===== config.mk =====
export PLATFORM = sky130hd
export DESIGN_NAME = versat_vunit
export DESIGN_NICKNAME = d
export VERILOG_FILES = /design/src/verilog/versat_pkg.sv /design/src/verilog/versat_vunit.sv
export SDC_FILE = /design/constraint.sdc
export NUM_CORES = 1
export LEC_CHECK = 0
export ABC_AREA = 0
export BUFFER_PORTS_ARGS = -buffer_cell sky130_fd_sc_hd__buf_2
export CAP_MARGIN = 20
export CORE_ASPECT_RATIO = 2
export CORE_MARGIN = 3
export CORE_UTILIZATION = 47
export DETAILED_ROUTE_END_ITERATION = 8
export PLACE_DENSITY_LB_ADDON = 0.08
export SLEW_MARGIN = 20
export SYNTH_ARGS = -nofsm -noshare
export SYNTH_HDL_FRONTEND = slang
export SYNTH_SLANG_ARGS = --single-unit

===== constraint.sdc =====
create_clock -name clk_i -period 6.63 [get_ports clk_i]
set_clock_uncertainty 0.2 [all_clocks]
set_input_delay 1.6575 -clock clk_i [delete_from_list [all_inputs] [get_ports clk_i]]
set_output_delay 1.6575 -clock clk_i [all_outputs]
set_load 0.005 [all_outputs]

===== src/verilog/versat_pkg.sv =====
package versat_pkg;

   // bus and datapath widths
   parameter int AXI_ADDR_W = 32;
   parameter int DATA_W = 32;
   parameter int LEN_W = 8;

   // reduction opcode, code 3 falls back to sum
   typedef enum logic [1:0] {
      OP_SUM = 2'd0,
      OP_XOR = 2'd1,
      OP_MAX = 2'd2
   } opcode_e;

   typedef enum logic [0:0] {
      ST_IDLE = 1'b0,
      ST_READ = 1'b1
   } unit_state_e;

   // per-unit configuration
   typedef struct packed {
      logic [AXI_ADDR_W-1:0] addr;
      logic [LEN_W-1:0] len;
      opcode_e op;
   } unit_cfg_t;

   // data bus request, held until the last beat
   typedef struct packed {
      logic valid;
      logic [AXI_ADDR_W-1:0] addr;
      logic [LEN_W-1:0] len;
   } db_req_t;

   // data bus response, one word per ready cycle
   typedef struct packed {
      logic ready;
      logic last;
      logic [DATA_W-1:0] rdata;
   } db_rsp_t;

endpackage


===== src/verilog/versat_vunit.sv =====
`timescale 1ns/10ps

module versat_vunit (
   input  logic clk_i,
   input  logic rst_n_i,
   input  versat_pkg::unit_cfg_t cfg_i,
   input  logic start_i,
   output versat_pkg::db_req_t req_o,
   input  versat_pkg::db_rsp_t rsp_i,
   output logic busy_o,
   output logic done_o,
   output logic [versat_pkg::DATA_W-1:0] result_o
);

   versat_pkg::unit_state_e state_q;
   versat_pkg::unit_cfg_t cfg_q;
   logic [versat_pkg::DATA_W-1:0] acc_q;
   logic [versat_pkg::DATA_W-1:0] result_q;
   logic [versat_pkg::DATA_W-1:0] folded;
   logic done_q;
   logic take_start;
   logic last_beat;

   // one reduction step, zero is the identity of all three
   function automatic logic [versat_pkg::DATA_W-1:0] fold(
      input versat_pkg::opcode_e op,
      input logic [versat_pkg::DATA_W-1:0] acc,
      input logic [versat_pkg::DATA_W-1:0] word
   );
      case (op)
         versat_pkg::OP_XOR: fold = acc ^ word;
         versat_pkg::OP_MAX: fold = (word > acc) ? word : acc;
         default: fold = acc + word;
      endcase
   endfunction

   // starts while busy are dropped here
   assign take_start = (state_q == versat_pkg::ST_IDLE) && start_i;
   assign last_beat = rsp_i.ready && rsp_i.last;
   assign folded = fold(cfg_q.op, acc_q, rsp_i.rdata);

   always_ff @(posedge clk_i) begin
      if (!rst_n_i) begin
         state_q <= versat_pkg::ST_IDLE;
         done_q <= 1'b0;
         result_q <= '0;
      end else begin
         case (state_q)
            versat_pkg::ST_IDLE: begin
               if (start_i) begin
                  // empty burst finishes at once with a zero result
                  if (cfg_i.len == '0) begin
                     done_q <= 1'b1;
                     result_q <= '0;
                  end else begin
                     done_q <= 1'b0;
                     state_q <= versat_pkg::ST_READ;
                  end
               end
            end
            versat_pkg::ST_READ: begin
               if (last_beat) begin
                  result_q <= folded;
                  done_q <= 1'b1;
                  state_q <= versat_pkg::ST_IDLE;
               end
            end
         endcase
      end
   end

   always_ff @(posedge clk_i) begin
      if (take_start) begin
         cfg_q <= cfg_i;
         acc_q <= '0;
      end else if (state_q == versat_pkg::ST_READ && rsp_i.ready) begin
         acc_q <= folded;
      end
   end

   assign req_o.valid = (state_q == versat_pkg::ST_READ);
   assign req_o.addr = cfg_q.addr;
   assign req_o.len = cfg_q.len;

   assign busy_o = (state_q == versat_pkg::ST_READ);
   assign done_o = done_q;
   assign result_o = result_q;

   // the merge must never route a beat to an idle unit
   assert property (@(posedge clk_i) disable iff (!rst_n_i)
      state_q == versat_pkg::ST_IDLE |-> !rsp_i.ready);

   // request held unchanged until the last beat
   assert property (@(posedge clk_i) disable iff (!rst_n_i)
      req_o.valid && !last_beat |=> req_o.valid && $stable(req_o));

endmodule


==> out/metrics.yaml, run 1 <==
min_from: "result_o[18]"
cts_resized: 0
clock_path_buffers: 2
cap_violations: 0
grt_max_degree: 54
synth_nets: 987
synth_top_area_share_pct: 17.9
critPathArrivalTime_ns: 5.01
clock-root-buffer: "clkbuf_16"
crit_family: "compound AO/OA/AOI/OAI gates"
yosysMostFrequentCell: "a21oi_1"
fin_crit_ns: 5.00
grt-ovfl-total: 0
slew_headroom_pct: 37.5
ys_types: 75
vias: 6458
maxSlewViolCount: 0
ys_ff_latch: 108
leakagePower_uw: 0.00355
netlist_instances: 842
area_delta_synth_final_pct: 11.4
yosys_warnings: 0
path_clk_slew_ns: 0.07
crit_buf_inv: 2
h-tree-depth: 3
stdcell_area_mm2: 0.00824
dr.pass1.iters: 5
setup_viol: 0
tns_ns: 0
clkLatencyLatePin_ns: 0.36
clock-sinks: 108
port_buffers: 153
antenna_found_initial: 1
critical_path_class: "in -> reg"
wl_um: 20900
cts_buffers: 9
dpl.cell_count: 1114
post-cts-setup-buffers: 0
r2r_start: "acc_q[25]"
finalHoldViolCount: 0
synthTopCellsByCount: "a21oi_1, dfxtp_1, ha_1, inv_1, nand2_1"
cpPeakStageDelay_ns: 0.47
hold_buffers: 0
placementRows: 64
placed_area_mm2: 0.00794
core_area_mm2: 0.0154
grt_pass1_vias: 6475
synth_top_flop_cell: "dfxtp_1"
rsz0062_at_grt: "no"
fmax_ghz: 0.200
status: "complete, no violations"
place.gp.congestion: 0.917
async_flop_share_pct: 0
rr_worst_depth: 12
die_y_um: 183
power.total_uw: 1960
syn_area_mm2: 0.00739
r2r_end: "acc_q[1]"
first_iter_violations: 288
final_cells: 1131
drc: 0
wl_per_cell_um: 18.4
path_cells: "buf_2, ha_1, a21oi_1, o31ai_1, a221oi_1, o31ai_1, a2bb2oi_4, buf_4, mux2_2, a221o_1, o21ai_0, o21ai_0"
synth_area_leaders: "dfxtp_1, edfxtp_1, ha_1"
die_w_um: 94.7
ir_worst_vdd_mv: 0.150
dpl.hpwl_um: 15800
worstMarginPinSlew_ns: 0.936
start_util_pct: 48.1
fin_crit_sh_pct: 75.4
grt_usage_pct: 24.1
crit_path_end_kind: "flop"
start_kind: "input port"
crit_fanout: 24
ios: 154
hold_depth: 2
synth_edf_count: 42
power_density_mw_per_mm2: 238
antenna_left: 0
seq_area_frac_synth_pct: 34.9
hold_path.class: "reg -> reg"
grt_pass1_wl_um: 32500
tritoncts: "yes"
die_area_mm2: 0.0174
synth_top_area_cell: "dfxtp_1"
crit_path_top_delay_cell: "a2bb2oi_4"
drive_gt1_share_pct: 24.1
r2r_slack_ns: 2.63
holdPathEnd: "result_o[18]"
avgSynthCellArea_um2: 8.78
vias_per_cell: 5.71
required_ns: 6.64
final_nets: 1072
[placed cells by master, fill, tap and decap left out, drive strengths merged, types with 11 or more instances in the layout]
master	Yosys	layout
a21oi	71	71
buf	61	163
dfxtp	66	66
edfxtp	42	42
ha	65	65
inv	66	67
mux2	17	17
mux2i	13	13
nand2	66	66
nand3	35	35
nor2	47	47
nor2b	14	14
nor4	11	11
o21ai	77	77
o22ai	11	11
[cell families after synthesis]
group	synth area share (%)
flip-flops	34.9
AND/OR/NAND/NOR	15.0
XOR/XNOR	0.592
buffers and inverters	10.7
AO/OA/AOI/OAI	23.1
multiplexers	4.35
adder cells (fa/ha/maj)	11.3
[worst register-to-register path, cell delays in order, from the launching register on]
cell and delay, ns:
dfxtp_1 0.38, inv_1 0.06, ha_1 0.43, a21oi_1 0.22
o31ai_1 0.10, a221oi_1 0.44, o31ai_1 0.21, a2bb2oi_4 0.47
buf_4 0.45, mux2_2 0.39, a221o_1 0.28, o21ai_0 0.10
o21ai_0 0.13
[where the power goes]
part / leakage, uW / switching (uW) / internal (uW)
sequential: 0.000938 / 33.2 / 741
combinational: 0.00246 / 387 / 246
clock: 0.000149 / 255 / 295
[area by class of cell]
class	count	area, um^2
timing repair buffer	163	841
clock buffer	9	225
antenna	1	2.50
fill	1514	7140
tap	198	248
sequential	108	2580
inverter	66	248
multi-input combinational	579	4020
clock inverter	7	72.6
[layer usage]
| layer | share of wire, % | routed length, um | vias to the layer above | GRT usage [%] |
|---|---|---|---|---|
| met5 | 0 | 0 | - | 0 |
| met4 | 4.8 | 992 | 0 | 13.0 |
| met3 | 5.4 | 1130 | 62 | 3.78 |
| met2 | 55 | 11400 | 233 | 45.7 |
| met1 | 35 | 7330 | 3008 | 24.3 |
| li1 | - | - | 3155 | - |
[how the worst max path moves through the flow]
stage	slack, ns	from	depth (start not counted)	endpoint
2_1_floorplan	2.30	rsp_i[13]	11	result_o[13]
3_3_place_gp	1.31	rsp_i[25]	12	result_o[27]
3_5_place_dp	1.25	rsp_i[25]	12	result_o[27]
4_1_cts	1.61	rsp_i[25]	12	acc_q[1]
5_1_grt	1.37	rsp_i[25]	12	acc_q[1]
6_report	1.63	rsp_i[25]	12	acc_q[1]
[state kept, by name, indices dropped and copies added, names as in the netlist]
name	count
acc_q	32
busy_o	1
cfg_q	2
done_o	1
req_o	40
result_o	32
[through the flow]
step / utilization, % / setup WS [ns] / hold WS (ns)
after detailed placement: 51.6 / 1.25 / 0.236
after global placement: 51.6 / 1.31 / 0.230
after CTS: 53.6 / 1.61 / 0.250
after floorplan: - / 2.30 / 0.246
after global routing: 53.6 / 1.37 / 0.278
final: 53.6 / 1.63 / 0.248
(Power assumes the default switching activity.)
==> inputs of run 2 (changes only) <==
clock period = 5.12 ns   (was 6.63 ns; I/O delays follow)
==> out/metrics.yaml, run 2 (synthesized netlist as in run 1, its figures left out) <==
hold_path.class: "reg -> reg"
grt_pass1_vias: 6590  # +1.8%
swShare_pct: 33.8  # -0.71 points
crit_start: "rsp_i[25]"
area_delta_synth_final_pct: 13.0
tns_ns: 0  # unchanged
p_seq_share_pct: 38.3  # -1.2 points
clkLatencyLatePin_ns: 0.36  # about the same
intPower_uw: 1730  # +35%
core_area_mm2: 0.0154  # unchanged
p_sw_uw: 883  # +31%
setup_ws_ns: 0.760  # -0.871 ns
antenna_cells: 0  # -1
critical_path_class: "in -> reg"
slew_headroom_pct: 42.8  # +5.3 points
critPathArrivalTime_ns: 4.40  # -0.61 ns
holdWs_ns: 0.249  # +0.00110 ns
fin_crit_sh_pct: 85.2
dpl.hpwl_um: 16000  # +1.3%
drc: 0  # unchanged
wl_um: 21100  # +1.1%
required_ns: 5.16  # -1.48 ns
rsz0062_at_grt: "no"
clock-root-buffer: "clkbuf_16"
grt_pass1_wl_um: 32900  # +0.97%
worstMarginPinSlew_ns: 0.858  # -0.0772 ns
stdcell_area_mm2: 0.00835  # +1.4%
vias_per_cell: 5.75  # +0.64%
largest_reg_flops: 40  # unchanged
die_w_um: 94.7  # unchanged
setup_viol: 0  # unchanged
placed_area_mm2: 0.00803  # +1.2%
grt_usage_pct: 24.4  # +0.22 points
antenna_left: 0  # unchanged
ir_worst_vdd_mv: 0.197  # +32%
cap_violations: 0  # unchanged
power_frac_clock_pct: 29.3  # +1.2 points
comb_power_share_pct: 32.4  # about the same
clock-sinks: 108  # unchanged
layout_commonest_cell: "buf_2"
status: "complete, no violations"
clock_path_buffers: 2  # unchanged
mostFrequentLayoutCells: "buf_2, a21oi_1, dfxtp_1"
r2r_start: "acc_q[13]"
cts_buffers: 9  # unchanged
place_ws_ns: 0.376  # -0.878 ns
fmax_ghz: 0.229
h-tree-depth: 3  # unchanged
first_iter_violations: 316  # +9.7%
drive_gt1_share_pct: 25.0  # +0.88 points
die_area_mm2: 0.0174  # unchanged
min_from: "result_o[31]"
hold_buffers: 0  # unchanged
fin_crit_ns: 4.36
place.gp.congestion: 0.910  # -0.86%
vias: 6557  # +1.5%
grt_max_degree: 54  # unchanged
finalHoldViolCount: 0  # unchanged
die_y_um: 183  # unchanged
crit_path_end_kind: "flop"
start_kind: "input port"
final_nets: 1083  # +1.0%
start_util_pct: 48.1  # unchanged
maxSlewViolCount: 0  # unchanged
grt-ovfl-total: 0  # unchanged
fillerInstances: 1543  # +1.9%
ios: 154  # unchanged
dr.pass1.iters: 6  # +1
antenna_found_initial: 0  # -1
power_density_mw_per_mm2: 313  # +32%
port_buffers: 153  # unchanged
path_clk_slew_ns: 0.07  # about the same
cts_resized: 0  # unchanged
crit_fanout: 17  # -29%
post-cts-setup-buffers: 0  # unchanged
wl_per_cell_um: 18.5  # +0.17%
tritoncts: "yes"
leakagePower_uw: 0.00362  # +1.8%
placementRows: 64  # unchanged
## run 2: area by class of cell
class | instances | area, um^2 | area share [%]
Clock buffer | 10 | 229 | 2.74
Inverter | 66 | 248 | 2.97
Sequential cell | 108 | 2580 | 30.9
Multi-Input combinational cell | 579 | 4020 | 48.1
Tap cell | 198 | 248 | 2.97
Timing Repair Buffer | 174 | 936 | 11.2
Clock inverter | 6 | 93.8 | 1.12
## run 2: worst max-delay path: stages
cell and delay (ns):
buf_2 0.12, ha_1 0.51, nand4_1 0.20, nor4_1 0.46
nand2_1 0.16, a2bb2oi_4 0.57, buf_12 0.24, mux2_1 0.36
a221oi_2 0.37, o21ai_1 0.11
## run 2: metal layers
layer	vias to the layer above	part of all wire, %	global-route usage (%)
met2	248	54	45.7
met3	78	5.0	3.45
li1	3169	-	-
met1	3062	36	24.4
met5	-	0	0
met4	0	5.5	14.7
## run 2: stage by stage
| stage | utilization [%] | total power (uW) | std cells |
|---|---|---|---|
| floorplan | - | 1630 | 842 |
| global placement | 52.2 | 1850 | 1125 |
| detailed placement | 52.2 | 1860 | 1125 |
| CTS | 54.3 | 2640 | 1141 |
| global route | 54.3 | 2760 | 1141 |
| finish | 54.3 | 2610 | 1141 |
## run 2: worst paths after layout
path	slack [ns]	endpoint	depth (start not counted)
max	0.76	result_o[13]	10
min	0.25	result_o[31]	2
max reg2reg	1.37	result_o[13]	10
min reg2reg	0.25	result_o[31]	2
## run 2: power groups by stage
stage	clock network (uW)	logic, uW	registers (uW)
detailed placement	0	841	1020
floorplan	0	618	1010
CTS	789	846	1000
global route	817	933	1010
global placement	0	828	1020
finish	765	847	1000
==> inputs of run 3 (changes only) <==
CORE_UTILIZATION = 33   (was 47)
==> out/metrics.yaml, run 3 (synthesized netlist as in run 1, its figures left out) <==
status: "complete, no violations"
hold_path.class: "reg -> reg"
crit_buf_inv: 2  # unchanged
critPathCapture: "result_o[27]"
worstMarginPinSlew_ns: 0.936  # +0.0772 ns
r2r_end: "result_o[27]"
grt_pass1_vias: 6500  # -1.4%
grt_pass1_wl_um: 36000  # +9.5%
fmax_ghz: 0.238  # +3.7%
drive_gt1_share_pct: 24.6  # -0.46 points
cp.depth: 11  # +1
tritoncts: "yes"
fin_crit_sh_pct: 82.1  # -3.0 points
ir_worst_vdd_mv: 0.144  # -27%
antenna_cells: 0  # unchanged
wl_um: 22800  # +8.1%
path_clk_slew_ns: 0.07  # about the same
clock_path_buffers: 2  # unchanged
first_iter_violations: 258  # -18%
tns_ns: 0  # unchanged
setup_viol: 0  # unchanged
core_area_mm2: 0.0218  # +42%
wl_per_cell_um: 18.9  # +2.4%
drc: 0  # unchanged
cpPeakStageDelay_ns: 0.54  # -0.03 ns
port_buffers: 153  # unchanged
layout_commonest_cell: "buf_2"
seq_area_mm2: 0.00258  # unchanged
slew_headroom_pct: 37.5  # -5.3 points
leakagePower_uw: 0.00358  # -0.99%
grt-ovfl-total: 0  # unchanged
finalHoldViolCount: 0  # unchanged
cts_buffers: 9  # unchanged
power_density_mw_per_mm2: 319  # +1.9%
rr_worst_depth: 11  # +1
clkLatencyLatePin_ns: 0.37  # about the same
fin_crit_ns: 4.21  # -0.155 ns
critical_path_class: "in -> reg"
required_ns: 5.18  # +0.02 ns
dpl.hpwl_um: 17200  # +7.5%
r2r_start: "acc_q[14]"
cap_violations: 0  # unchanged
crit_path_end_kind: "flop"
dr.pass1.iters: 5  # -1
clock-root-buffer: "clkbuf_16"
antenna_left: 0  # unchanged
place.gp.congestion: 0.874  # -3.9%
fillerInstances: 2258  # +46%
rsz0062_at_grt: "no"
start_util_pct: 34.0  # -14 points
placementRows: 76  # +19%
crit_start: "rsp_i[14]"
holdWs_ns: 0.246  # -0.00327 ns
hold_buffers: 0  # unchanged
die_area_mm2: 0.0243  # +40%
post-cts-setup-buffers: 0  # unchanged
die_y_um: 218  # +19%
crit_family: "simple AND/OR/NAND/NOR gates"
vias: 6322  # -3.6%
maxSlewViolCount: 0  # unchanged
final_nets: 1072  # -1.0%
mostFrequentLayoutCells: "buf_2, a21oi_1, dfxtp_1"
crit_fanout: 35  # +18
multiInputGateArea_mm2: 0.00403  # +0.19%
crit_path_top_delay_cell: "ha_1"
vias_per_cell: 5.25  # -8.7%
ios: 154  # unchanged
antenna_found_initial: 0  # unchanged
r2r_slack_ns: 1.52  # +0.15 ns
grt_usage_pct: 18.9  # -5.5 points
cts_resized: 0  # unchanged
critPathArrivalTime_ns: 4.26  # -0.14 ns
start_kind: "input port"
grt_max_degree: 46  # -15%
die_w_um: 112  # +18%
h-tree-depth: 3  # unchanged
path_cells: "buf_2, ha_1, nand4_1, nor4_1, nand2b_1, a2bb2oi_4, buf_12, mux2_2, a22oi_1, o21ai_0, a22o_1"
clock-sinks: 108  # unchanged
area_delta_synth_final_pct: 13.7
largest_reg_flops: 40  # unchanged
[run 3: cell types whose count changed in the layout (fill, tap and decap cells not counted), sizes merged]
cell,before,now
buf,174,163
clkinv,3,0
inv,67,69
bufinv,2,3
clkbuf,10,9
clkinvlp,0,1
[run 3: tightest hold or removal path, stage by stage (launching register included)]
cell and delay [ns]:
dfxtp_1 0.31, nand2_1 0.05, o21ai_1 0.05
[run 3: worst min path at each step]
stage                       from      endpoint  cells after the start
CTS                 result_o[18]  result_o[18]                      2
detailed placement  result_o[18]  result_o[18]                      2
global route         result_o[6]   result_o[6]                      2
finish              result_o[18]  result_o[18]                      2
global placement     result_o[0]   result_o[0]                      2
floorplan           result_o[13]  result_o[13]                      2
[run 3: power by group]
group          switching, uW  total (uW)  internal (uW)  leakage [uW]
registers               42.2        1000            959      0.000938
clock network            349         836            487      0.000170
logic                    516         841            325       0.00247
[run 3: final cells by class]
cell class,instances,share of cell area [%]
timing repair buffer,163,10.2
clock inverter,7,1.53
clock buffer,9,2.68
inverter,66,2.95
multi-input combinational,579,47.9
sequential,108,30.7
tap,273,4.06
[run 3: through the flow]
step	cell area, um^2	total power [uW]	instances	setup slack (ns)	utilization (%)
after floorplan	7390	1630	842	1.17	-
after global placement	8050	1870	1189	0.609	37.0
after detailed placement	8050	1870	1189	0.539	37.0
after CTS	8400	2720	1205	0.937	38.6
after global routing	8400	2850	1205	0.692	38.6
final	8400	2680	1205	0.915	38.6
[run 3: per-layer routing]
layer	GRT usage [%]	wire length, um
met1	19.8	8440
met2	36.8	12800
met3	2.72	867
met4	7.47	685
met5	0	0
