File: src/verilog/versat_pkg.sv
package versat_pkg;

   // bus and datapath widths
   parameter int AXI_ADDR_W = 32;
   parameter int DATA_W = 32;
   parameter int LEN_W = 8;

   // reduction opcode, code 3 falls back to sum
   typedef enum logic [1:0] {
      OP_SUM = 2'd0,
      OP_XOR = 2'd1,
      OP_MAX = 2'd2
   } opcode_e;

   typedef enum logic [0:0] {
      ST_IDLE = 1'b0,
      ST_READ = 1'b1
   } unit_state_e;

   // per-unit configuration
   typedef struct packed {
      logic [AXI_ADDR_W-1:0] addr;
      logic [LEN_W-1:0] len;
      opcode_e op;
   } unit_cfg_t;

   // data bus request, held until the last beat
   typedef struct packed {
      logic valid;
      logic [AXI_ADDR_W-1:0] addr;
      logic [LEN_W-1:0] len;
   } db_req_t;

   // data bus response, one word per ready cycle
   typedef struct packed {
      logic ready;
      logic last;
      logic [DATA_W-1:0] rdata;
   } db_rsp_t;

endpackage

File: src/verilog/versat_csr.sv
`timescale 1ns/10ps

module versat_csr #(
   parameter int N_UNITS = 2,
   parameter int ADDR_W = 26
) (
   input  logic clk_i,
   input  logic rst_n_i,
   input  logic iob_avalid_i,
   input  logic [ADDR_W-1:0] iob_addr_i,
   input  logic [versat_pkg::DATA_W-1:0] iob_wdata_i,
   input  logic [3:0] iob_wstrb_i,
   output logic iob_rvalid_o,
   output logic [versat_pkg::DATA_W-1:0] iob_rdata_o,
   output versat_pkg::unit_cfg_t [N_UNITS-1:0] cfg_o,
   output logic [N_UNITS-1:0] start_o,
   input  logic [N_UNITS-1:0] busy_i,
   input  logic [N_UNITS-1:0] done_i,
   input  logic [N_UNITS-1:0][versat_pkg::DATA_W-1:0] result_i
);

   localparam int UNIT_W = ADDR_W - 5;

   // register offsets inside one unit window
   localparam logic [2:0] REG_ADDR = 3'd0;
   localparam logic [2:0] REG_LEN = 3'd1;
   localparam logic [2:0] REG_OP = 3'd2;
   localparam logic [2:0] REG_CTRL = 3'd3;
   localparam logic [2:0] REG_RESULT = 3'd4;

   logic [UNIT_W-1:0] unit_idx;
   logic [2:0] reg_idx;
   logic wr_en;
   logic rd_en;
   logic [versat_pkg::DATA_W-1:0] rd_data;
   logic [versat_pkg::DATA_W-1:0] rdata_q;
   logic rvalid_q;
   logic [N_UNITS-1:0] start_q;
   versat_pkg::unit_cfg_t [N_UNITS-1:0] cfg_q;

   // byte address to word index, 8 words per unit
   assign unit_idx = iob_addr_i[ADDR_W-1:5];
   assign reg_idx = iob_addr_i[4:2];

   // any strobe bit makes a full-word write
   assign wr_en = iob_avalid_i && (iob_wstrb_i != 4'b0000);
   assign rd_en = iob_avalid_i && (iob_wstrb_i == 4'b0000);

   always_ff @(posedge clk_i) begin
      if (!rst_n_i) begin
         cfg_q <= '0;
         start_q <= '0;
      end else begin
         start_q <= '0;
         for (int u = 0; u < N_UNITS; u++) begin
            if (wr_en && unit_idx == UNIT_W'(u)) begin
               case (reg_idx)
                  REG_ADDR: cfg_q[u].addr <= iob_wdata_i[versat_pkg::AXI_ADDR_W-1:0];
                  REG_LEN: cfg_q[u].len <= iob_wdata_i[versat_pkg::LEN_W-1:0];
                  REG_OP: cfg_q[u].op <= versat_pkg::opcode_e'(iob_wdata_i[1:0]);
                  // busy units drop the pulse themselves
                  REG_CTRL: start_q[u] <= iob_wdata_i[0];
                  default: ;
               endcase
            end
         end
      end
   end

   // readback mux, out of range units read zero
   always_comb begin
      rd_data = '0;
      for (int u = 0; u < N_UNITS; u++) begin
         if (unit_idx == UNIT_W'(u)) begin
            case (reg_idx)
               REG_ADDR: rd_data = versat_pkg::DATA_W'(cfg_q[u].addr);
               REG_LEN: rd_data = versat_pkg::DATA_W'(cfg_q[u].len);
               REG_OP: rd_data = versat_pkg::DATA_W'(cfg_q[u].op);
               REG_CTRL: rd_data = {{(versat_pkg::DATA_W-2){1'b0}}, done_i[u], busy_i[u]};
               REG_RESULT: rd_data = result_i[u];
               default: rd_data = '0;
            endcase
         end
      end
   end

   always_ff @(posedge clk_i) begin
      if (!rst_n_i) begin
         rvalid_q <= 1'b0;
      end else begin
         rvalid_q <= rd_en;
      end
   end

   always_ff @(posedge clk_i) begin
      if (rd_en) begin
         rdata_q <= rd_data;
      end
   end

   assign iob_rvalid_o = rvalid_q;
   assign iob_rdata_o = rdata_q;
   assign cfg_o = cfg_q;
   assign start_o = start_q;

   // rvalid answers exactly one read of the previous cycle
   assert property (@(posedge clk_i) disable iff (!rst_n_i)
      iob_rvalid_o |-> $past(rd_en));

   // a start pulse comes from one write and hits one unit
   assert property (@(posedge clk_i) disable iff (!rst_n_i)
      |start_o |-> $onehot(start_o) && $past(wr_en));

endmodule

File: config.mk
export PLATFORM = sky130hd
export DESIGN_NAME = versat_csr
export DESIGN_NICKNAME = d
export VERILOG_FILES = /design/src/verilog/versat_pkg.sv /design/src/verilog/versat_csr.sv
export SDC_FILE = /design/constraint.sdc
export NUM_CORES = 1
export LEC_CHECK = 0
export BUFFER_PORTS_ARGS = -buffer_cell sky130_fd_sc_hd__buf_2
export CORE_UTILIZATION = 47
export CTS_CLUSTER_DIAMETER = 150
export CTS_CLUSTER_SIZE = 28
export DETAILED_ROUTE_END_ITERATION = 8
export PLACE_DENSITY = 0.8
export SLEW_MARGIN = 5
export SYNTH_ARGS = -nofsm -noshare
export SYNTH_HDL_FRONTEND = slang
export SYNTH_SLANG_ARGS = --single-unit
export TNS_END_PERCENT = 10
File: constraint.sdc
create_clock -name clk_i -period 2.23 [get_ports clk_i]
set_clock_uncertainty 0.1 [all_clocks]
set_input_delay 0.3345 -clock clk_i [delete_from_list [all_inputs] [get_ports clk_i]]
set_output_delay 0.3345 -clock clk_i [all_outputs]
set_load 0.01 [all_outputs]
==> qor.json, run 1 <==
{
  "max-slew-margin-rel": {"value": 0.394},
  "hold_vio_cnt_final": {"value": 0},
  "die_height": {"value": 110, "unit": "microns"},
  "number_of_design_rule_violations_left_after_detail_routing": {"value": 0},
  "grt_setup_unrepaired": {"value": "false"},
  "finish.net_count": {"value": 918},
  "ir_drop": {"value": 372, "unit": "uV"},
  "cts.path.max_buffers": {"value": 2},
  "netlist_top_cells_count": {"value": "sky130_fd_sc_hd__nand2_1 (116), sky130_fd_sc_hd__mux2i_1 (105), sky130_fd_sc_hd__dfxtp_1 (87)"},
  "synth_flop_cell": {"value": "sky130_fd_sc_hd__dfxtp_1"},
  "post_route_cells_drive_above_1_share": {"value": 0.395},
  "via_count_of_the_first_global_routing_pass": {"value": 5093},
  "cp_top_family": {"value": "simple AND/OR/NAND/NOR gates"},
  "ctsHoldBuffers": {"value": 0},
  "die-width": {"value": 110, "unit": "microns"},
  "cp_bufs_invs": {"value": 3},
  "netlist_instances": {"value": 537},
  "detailroute.via_count": {"value": 5311},
  "nFillCells": {"value": 851},
  "placement.io_buffers": {"value": 249},
  "final-setup-viol-count": {"value": 0},
  "numClockSinks": {"value": 119},
  "grt_pass1_wl": {"value": 25100, "unit": "microns"},
  "routed_wl": {"value": 16900, "unit": "microns"},
  "die_area": {"value": 0.0120, "unit": "sq mm"},
  "initial_antenna_violation_count": {"value": 0},
  "cts_tree": {"value": "done"},
  "drt-wirelength-per-cell": {"value": 18.1, "unit": "microns"},
  "post_route_non_filler_standard_cell_count": {"value": 938},
  "share_of_async_settable_or_async_resettable_flops_after_synthesis": {"value": 0},
  "detail_route.iter0.violations": {"value": 331},
  "seq_area_frac_synth": {"value": 0.496},
  "multi_input_area": {"value": 0.00253, "unit": "sq mm"},
  "post_cts.repair.setup_buffers": {"value": 0},
  "io_pins": {"value": 252},
  "maxClockFrequency": {"value": 532, "unit": "MHz"},
  "cp_slowest_stage_delay": {"value": 0.57, "unit": "ns"},
  "syn_avg_cell_area": {"value": 10.1, "unit": "sq um"},
  "leftover_overflow_at_the_end_of_global_routing": {"value": 0},
  "num_rows": {"value": 38},
  "coreArea": {"value": 0.0111, "unit": "sq mm"},
  "ys_warn_count": {"value": 0},
  "synthMostInstantiatedCell": {"value": "sky130_fd_sc_hd__nand2_1"},
  "clock_tree.root_cell": {"value": "sky130_fd_sc_hd__clkbuf_16"},
  "antenna_cells": {"value": 0},
  "postSynthRegisterBits": {"value": 119},
  "synth.cell_area": {"value": 0.00545, "unit": "sq mm"},
  "postCtsResizedCells": {"value": 0},
  "pwr_density_cell": {"value": 687, "unit": "mW/mm^2"},
  "clk_lat_worst_skew": {"value": 0.40, "unit": "ns"},
  "netlist.top_cell.by_area": {"value": "sky130_fd_sc_hd__dfxtp_1"},
  "tightestPinTransition": {"value": 0.907, "unit": "ns"},
  "path_cells": {"value": "buf_2, or4_1, nor4_4, buf_4, nand2_2, buf_12, o22ai_1"},
  "final_critical_delay_including_setup_and_external_delays": {"value": 1.88, "unit": "ns"},
  "synth_enable_flop_cells": {"value": 32},
  "post_synth_num_cell_types": {"value": 33},
  "crit_path_end_kind": {"value": "register"},
  "required": {"value": 2.36, "unit": "ns"},
  "seq_cell_area": {"value": 0.00270, "unit": "sq mm"},
  "crit_arrival": {"value": 2.01, "unit": "ns"},
  "hold_path.class": {"value": "in2reg"},
  "place.detailed.instances": {"value": 906},
  "drt-vias-per-instance": {"value": 5.66},
  "leakage": {"value": 3.45, "unit": "nW"},
  "gp_routability_congestion": {"value": 0.824},
  "cp_max_fo": {"value": 17},
  "slowest_stage": {"value": "sky130_fd_sc_hd__or4_1"},
  "detail_route.first_pass.iterations": {"value": 8},
  "layout-area-overhead-vs-synth": {"value": 39.5, "unit": "%"},
  "critical_path_class": {"value": "in2reg"},
  "grt_max_degree": {"value": 119},
  "finalCritPeriodShare": {"value": 0.844},
  "yosys.area.top_type_share": {"value": 0.320},
  "grt.total_usage": {"value": 0.279},
  "outcome": {"value": "completed"},
  "timing.final.ws_setup": {"value": 0.349, "unit": "ns"},
  "finalMaxSlewViolations": {"value": 0},
  "cts-buffers-inserted": {"value": 17},
  "drtAntennaViolNets": {"value": 0},
  "yosys-top-cells-area": {"value": "sky130_fd_sc_hd__dfxtp_1 (32%), sky130_fd_sc_hd__mux2i_1 (19%), sky130_fd_sc_hd__edfxtp_1 (18%)"},
  "ctsHtreeMaxLevel": {"value": 4},
  "critPathLaunchType": {"value": "input pin"},
  "floorplan.initialDensity": {"value": 0.492},
  "dp_hpwl": {"value": 11600, "unit": "microns"},
  "cap_violations": {"value": 0},
  "placement.setup.worst_slack": {"value": -0.0630, "unit": "ns"},
  "postSynthNetCount": {"value": 670},
  "cts.clk_slew.worst_paths": {"value": 0.05, "unit": "ns"}
}
## cells in the final DEF, fill, tap and decap left out, drive strengths merged
cell,count
buf,276
nand2,118
mux2i,105
dfxtp,87
a22oi,47
edfxtp,32
o22ai,26
clkbuf,23
nand3,17
o2bb2ai,16
o21ai,8
a21oi,6
nor4,6
clkinv,5
and3,4
nor2,3
or3,2
nor2b,2
bufinv,2
clkinvlp,2
nor3,2
nor3b,2
or4,1
nor4b,1
a21o,1
and2,1
o41ai,1
nand2b,1
nand4,1
## worst min-delay path, cell delays in order
cell and delay (ns):
sky130_fd_sc_hd__buf_2 0.09, sky130_fd_sc_hd__nand2_1 0.06, sky130_fd_sc_hd__mux2i_1 0.06
## flip-flops by register name, indices dropped and copies added (netlist names)
signal and count:
start_o 2, cfg_o 84, iob_rvalid_o 1, iob_rdata_o 32
## where the power goes
| group | total [mW] | internal (mW) | switching [mW] |
|---|---|---|---|
| clock network | 2.67 | 1.72 | 0.945 |
| registers | 2.22 | 2.22 | 0.00254 |
| logic | 0.339 | 0.150 | 0.189 |
## cell type report
type                    count  area share
clock buffers              23      0.0628
repair buffers            276       0.212
well taps                 140      0.0230
clock inverters             9      0.0132
multi-input cells         371       0.333
flip-flops and latches    119       0.355
## kinds of logic after synthesis
logic type,Yosys count,synth area share
simple gates,161,0.132
mux,105,0.193
buf+inv,47,0.0429
compound gates,105,0.136
flops,119,0.496
## final timing paths
kind,startpoint,end,slack (ns),cells after the start
setup / recovery,iob_addr_i[23],iob_rdata_o[20],0.35,7
hold reg to reg,cfg_o[11],cfg_o[11],0.37,2
setup reg to reg,cfg_o[53],iob_rdata_o[1],1.01,4
hold / removal,iob_wdata_i[13],cfg_o[23],0.1,3
## through the flow
| step | hold slack, ns | util | setup TNS [ns] | area (sq um) | total power [mW] |
|---|---|---|---|---|---|
| 4_1_cts | 0.0805 | 0.686 | 0 | 7600 | 5.26 |
| 6_report | 0.0966 | 0.686 | 0 | 7600 | 5.23 |
| 3_5_place_dp | 0.362 | 0.634 | -0.232 | 7030 | 2.60 |
| 3_3_place_gp | 0.357 | 0.634 | 0 | 7030 | 2.59 |
| 5_1_grt | 0.0951 | 0.686 | 0 | 7600 | 5.39 |
| 2_1_floorplan | 0.380 | - | 0 | 5450 | 2.42 |
## layer usage
layer,vias to the layer above,track usage,routed length [microns]
met5,-,0,0
met4,0,0.137,363
met3,33,0.0812,1410
met2,291,0.505,8720
met1,2519,0.294,6450
li1,2468,-,-
Power figures use the tool's default switching activity.
==> run 2, diff against run 1 <==
--- a/config.mk
+++ b/config.mk
@@ -5,12 +5,13 @@
 export SDC_FILE = /design/constraint.sdc
 export NUM_CORES = 1
 export LEC_CHECK = 0
+export ABC_AREA = 1
 export BUFFER_PORTS_ARGS = -buffer_cell sky130_fd_sc_hd__buf_2
-export CORE_UTILIZATION = 47
+export CORE_UTILIZATION = 45
 export CTS_CLUSTER_DIAMETER = 150
 export CTS_CLUSTER_SIZE = 28
 export DETAILED_ROUTE_END_ITERATION = 8
-export PLACE_DENSITY = 0.8
+export PLACE_DENSITY = 0.77
 export SLEW_MARGIN = 5
 export SYNTH_ARGS = -nofsm -noshare
 export SYNTH_HDL_FRONTEND = slang
==> constraint.sdc (replaced) <==
create_clock -name clk_i -period 1.7 [get_ports clk_i]
set_clock_uncertainty 0.1 [all_clocks]
set_input_delay 0.255 -clock clk_i [delete_from_list [all_inputs] [get_ports clk_i]]
set_output_delay 0.255 -clock clk_i [all_outputs]
set_load 0.01 [all_outputs]
==> qor.json, run 2 <==
{
  "die-width": {"value": 122, "unit": "microns", "change": "+12%"},
  "seq_area_frac_synth": {"value": 0.414, "change": "-0.0814"},
  "max-slew-margin-rel": {"value": 0.728, "change": "+0.334"},
  "postCtsResizedCells": {"value": 0, "change": "unchanged"},
  "final-setup-viol-count": {"value": 0, "change": "unchanged"},
  "outcome": {"value": "completed"},
  "num_rows": {"value": 43, "change": "+13%"},
  "critical_path_class": {"value": "in2reg"},
  "numClockSinks": {"value": 119, "change": "unchanged"},
  "hold_path.class": {"value": "in2reg"},
  "share_of_async_settable_or_async_resettable_flops_after_synthesis": {"value": 0, "change": "unchanged"},
  "cts.path.max_buffers": {"value": 2, "change": "unchanged"},
  "power": {"value": 7.04, "unit": "mW", "change": "+35%"},
  "pwr_density_cell": {"value": 804, "unit": "mW/mm^2", "change": "+17%"},
  "hold_vio_cnt_final": {"value": 0, "change": "unchanged"},
  "placement.setup.worst_slack": {"value": -0.120, "unit": "ns", "change": "-0.0569 ns"},
  "cts.clk_slew.worst_paths": {"value": 0.05, "unit": "ns", "change": "about the same"},
  "finish.net_count": {"value": 1355, "change": "+48%"},
  "drtAntennaViolNets": {"value": 0, "change": "unchanged"},
  "post_synth_num_cell_types": {"value": 27, "change": "-18%"},
  "layout_common_cells": {"value": "sky130_fd_sc_hd__nand2_1 (280), sky130_fd_sc_hd__buf_2 (249), sky130_fd_sc_hd__inv_1 (211)"},
  "die_area": {"value": 0.0150, "unit": "sq mm", "change": "+24%"},
  "min_delay_path_depth": {"value": 3, "change": "unchanged"},
  "netlist_top_cells_count": {"value": "sky130_fd_sc_hd__nand2_1 (280), sky130_fd_sc_hd__inv_1 (212), sky130_fd_sc_hd__nor2_1 (103)"},
  "drt-vias-per-instance": {"value": 4.96, "change": "-12%"},
  "cts_tree": {"value": "done"},
  "initial_antenna_violation_count": {"value": 1, "change": "+1"},
  "synthMostInstantiatedCell": {"value": "sky130_fd_sc_hd__nand2_1"},
  "cp_max_fo": {"value": 15, "change": "-2"},
  "detailroute.via_count": {"value": 7019, "change": "+32%"},
  "yosys.area.top_type_share": {"value": 0.267, "change": "-0.0525"},
  "tightestPinTransition": {"value": 0.408, "unit": "ns", "change": "-0.500 ns"},
  "finalMaxSlewViolations": {"value": 0, "change": "unchanged"},
  "maxClockFrequency": {"value": 724, "unit": "MHz"},
  "yosys-top-cells-area": {"value": "sky130_fd_sc_hd__dfxtp_1 (27%), sky130_fd_sc_hd__nand2_1 (16%), sky130_fd_sc_hd__edfxtp_1 (15%)"},
  "most_common_cell_after_layout_fill_and_taps_aside": {"value": "sky130_fd_sc_hd__nand2_1"},
  "via_count_of_the_first_global_routing_pass": {"value": 6406, "change": "+26%"},
  "leakage": {"value": 4.51, "unit": "nW", "change": "+31%"},
  "cts-buffers-inserted": {"value": 17, "change": "unchanged"},
  "detail_route.iter0.violations": {"value": 519, "change": "+57%"},
  "dp_hpwl": {"value": 14200, "unit": "microns", "change": "+22%"},
  "clock_tree.root_cell": {"value": "sky130_fd_sc_hd__clkbuf_16"},
  "synth_flop_cell": {"value": "sky130_fd_sc_hd__dfxtp_1"},
  "finalCritPeriodShare": {"value": 0.813},
  "layout-area-overhead-vs-synth": {"value": 34.3, "unit": "%"},
  "leftover_overflow_at_the_end_of_global_routing": {"value": 0, "change": "unchanged"},
  "critPathLaunchType": {"value": "input pin"},
  "drt-wirelength-per-cell": {"value": 14.1, "unit": "microns", "change": "-22%"},
  "synth_enable_flop_cells": {"value": 32, "change": "unchanged"},
  "gp_routability_congestion": {"value": 0.815, "change": "-1.1%"},
  "ctsHtreeMaxLevel": {"value": 4, "change": "unchanged"},
  "setup_tns": {"value": 0, "unit": "ns", "change": "unchanged"},
  "netlist_instances": {"value": 975, "change": "+82%"},
  "grt_max_degree": {"value": 61, "change": "-49%"},
  "grt_setup_unrepaired": {"value": "false"},
  "crit_path_end_kind": {"value": "register"},
  "grt_pass1_wl": {"value": 31100, "unit": "microns", "change": "+24%"},
  "netlist.top_cell.by_area": {"value": "sky130_fd_sc_hd__dfxtp_1"},
  "detail_route.first_pass.iterations": {"value": 5, "change": "-3"},
  "number_of_design_rule_violations_left_after_detail_routing": {"value": 0, "change": "unchanged"},
  "post_route_cells_drive_above_1_share": {"value": 0.269, "change": "-0.126"},
  "die_height": {"value": 122, "unit": "microns", "change": "+12%"},
  "rr_worst_depth": {"value": 3, "change": "-1"},
  "postSynthRegisterBits": {"value": 119, "change": "unchanged"},
  "postSynthNetCount": {"value": 1108, "change": "+65%"},
  "routed_wl": {"value": 20000, "unit": "microns", "change": "+18%"},
  "placement.io_buffers": {"value": 249, "change": "unchanged"},
  "io_pins": {"value": 252, "change": "unchanged"},
  "crit_arrival": {"value": 1.63, "unit": "ns", "change": "-0.38 ns"},
  "clk_lat_worst_skew": {"value": 0.42, "unit": "ns", "change": "+0.02 ns"},
  "timing.final.ws_setup": {"value": 0.319, "unit": "ns", "change": "-0.0302 ns"},
  "floorplan.initialDensity": {"value": 0.466, "change": "-0.0258"},
  "syn_avg_cell_area": {"value": 6.69, "unit": "sq um", "change": "-34%"},
  "largest_reg_flops": {"value": 84, "change": "unchanged"},
  "ys_warn_count": {"value": 0, "change": "unchanged"},
  "synth.cell_area": {"value": 0.00652, "unit": "sq mm", "change": "+20%"},
  "coreArea": {"value": 0.0140, "unit": "sq mm", "change": "+26%"},
  "required": {"value": 1.95, "unit": "ns", "change": "-0.41 ns"},
  "final_critical_delay_including_setup_and_external_delays": {"value": 1.38, "unit": "ns"},
  "ir_drop": {"value": 657, "unit": "uV", "change": "+76%"},
  "grt.total_usage": {"value": 0.271, "change": "-0.00759"},
  "cap_violations": {"value": 0, "change": "unchanged"},
  "post_cts.repair.setup_buffers": {"value": 0, "change": "unchanged"},
  "ctsHoldBuffers": {"value": 0, "change": "unchanged"}
}
## run 2: logic make-up (layout without fill, tap and decap cells)
| group | Yosys count | after routing | share of synthesized area |
|---|---|---|---|
| AO/OA/AOI/OAI | 89 | 89 | 0.0885 |
| flip-flops | 119 | 119 | 0.414 |
| AND/OR/NAND/NOR | 492 | 492 | 0.328 |
| other | 0 | 1 | 0 |
| buffers and inverters | 275 | 535 | 0.169 |
## run 2: worst paths after layout
path | slack, ns | startpoint | endpoint
setup / recovery | 0.32 | iob_addr_i[22] | cfg_o[32]
hold / removal | 0.06 | iob_wdata_i[0] | start_o[1]
setup reg to reg | 0.61 | cfg_o[71] | iob_rdata_o[19]
hold reg to reg | 0.42 | cfg_o[76] | cfg_o[76]
## run 2: worst max-delay path: stages
cell and delay, ns:
sky130_fd_sc_hd__buf_2 0.09, sky130_fd_sc_hd__or2_1 0.21, sky130_fd_sc_hd__nor2_1 0.13, sky130_fd_sc_hd__nand2_2 0.12, sky130_fd_sc_hd__nor2_4 0.24, sky130_fd_sc_hd__nand3_2 0.13
sky130_fd_sc_hd__buf_4 0.23, sky130_fd_sc_hd__nand2_1 0.09, sky130_fd_sc_hd__inv_1 0.04, sky130_fd_sc_hd__nor2_1 0.08
## run 2: per-layer routing
metal	routed length [microns]	global-route usage	vias to the layer above
met5	0	0	-
met2	9670	0.457	310
li1	-	-	3527
met3	1390	0.0581	42
met1	8440	0.335	3140
met4	493	0.109	0
## run 2: area by class of cell
type | count | area, sq um
Timing Repair Buffer | 291 | 1700
Fill cell | 1296 | 5230
Clock inverter | 14 | 159
Clock buffer | 18 | 429
Inverter | 212 | 796
Antenna cell | 1 | 2.50
Sequential cell | 119 | 2700
Tap cell | 180 | 225
Multi-Input combinational cell | 581 | 2740
## run 2: where the power goes
part / switching, mW / total [mW] / internal [mW]
Combinational: 0.311 / 0.523 / 0.213
Clock: 1.33 / 3.61 / 2.28
Sequential: 0.000932 / 2.90 / 2.90
## run 2: metrics by stage
stage | cells | hold WS (ns) | utilization | area, sq um
after floorplan | 975 | 0.321 | - | 6530
after global placement | 1383 | 0.415 | 0.584 | 8170
after detailed placement | 1383 | 0.413 | 0.584 | 8170
after CTS | 1415 | 0.0409 | 0.626 | 8750
after global routing | 1415 | 0.0479 | 0.626 | 8750
final | 1416 | 0.0563 | 0.626 | 8760
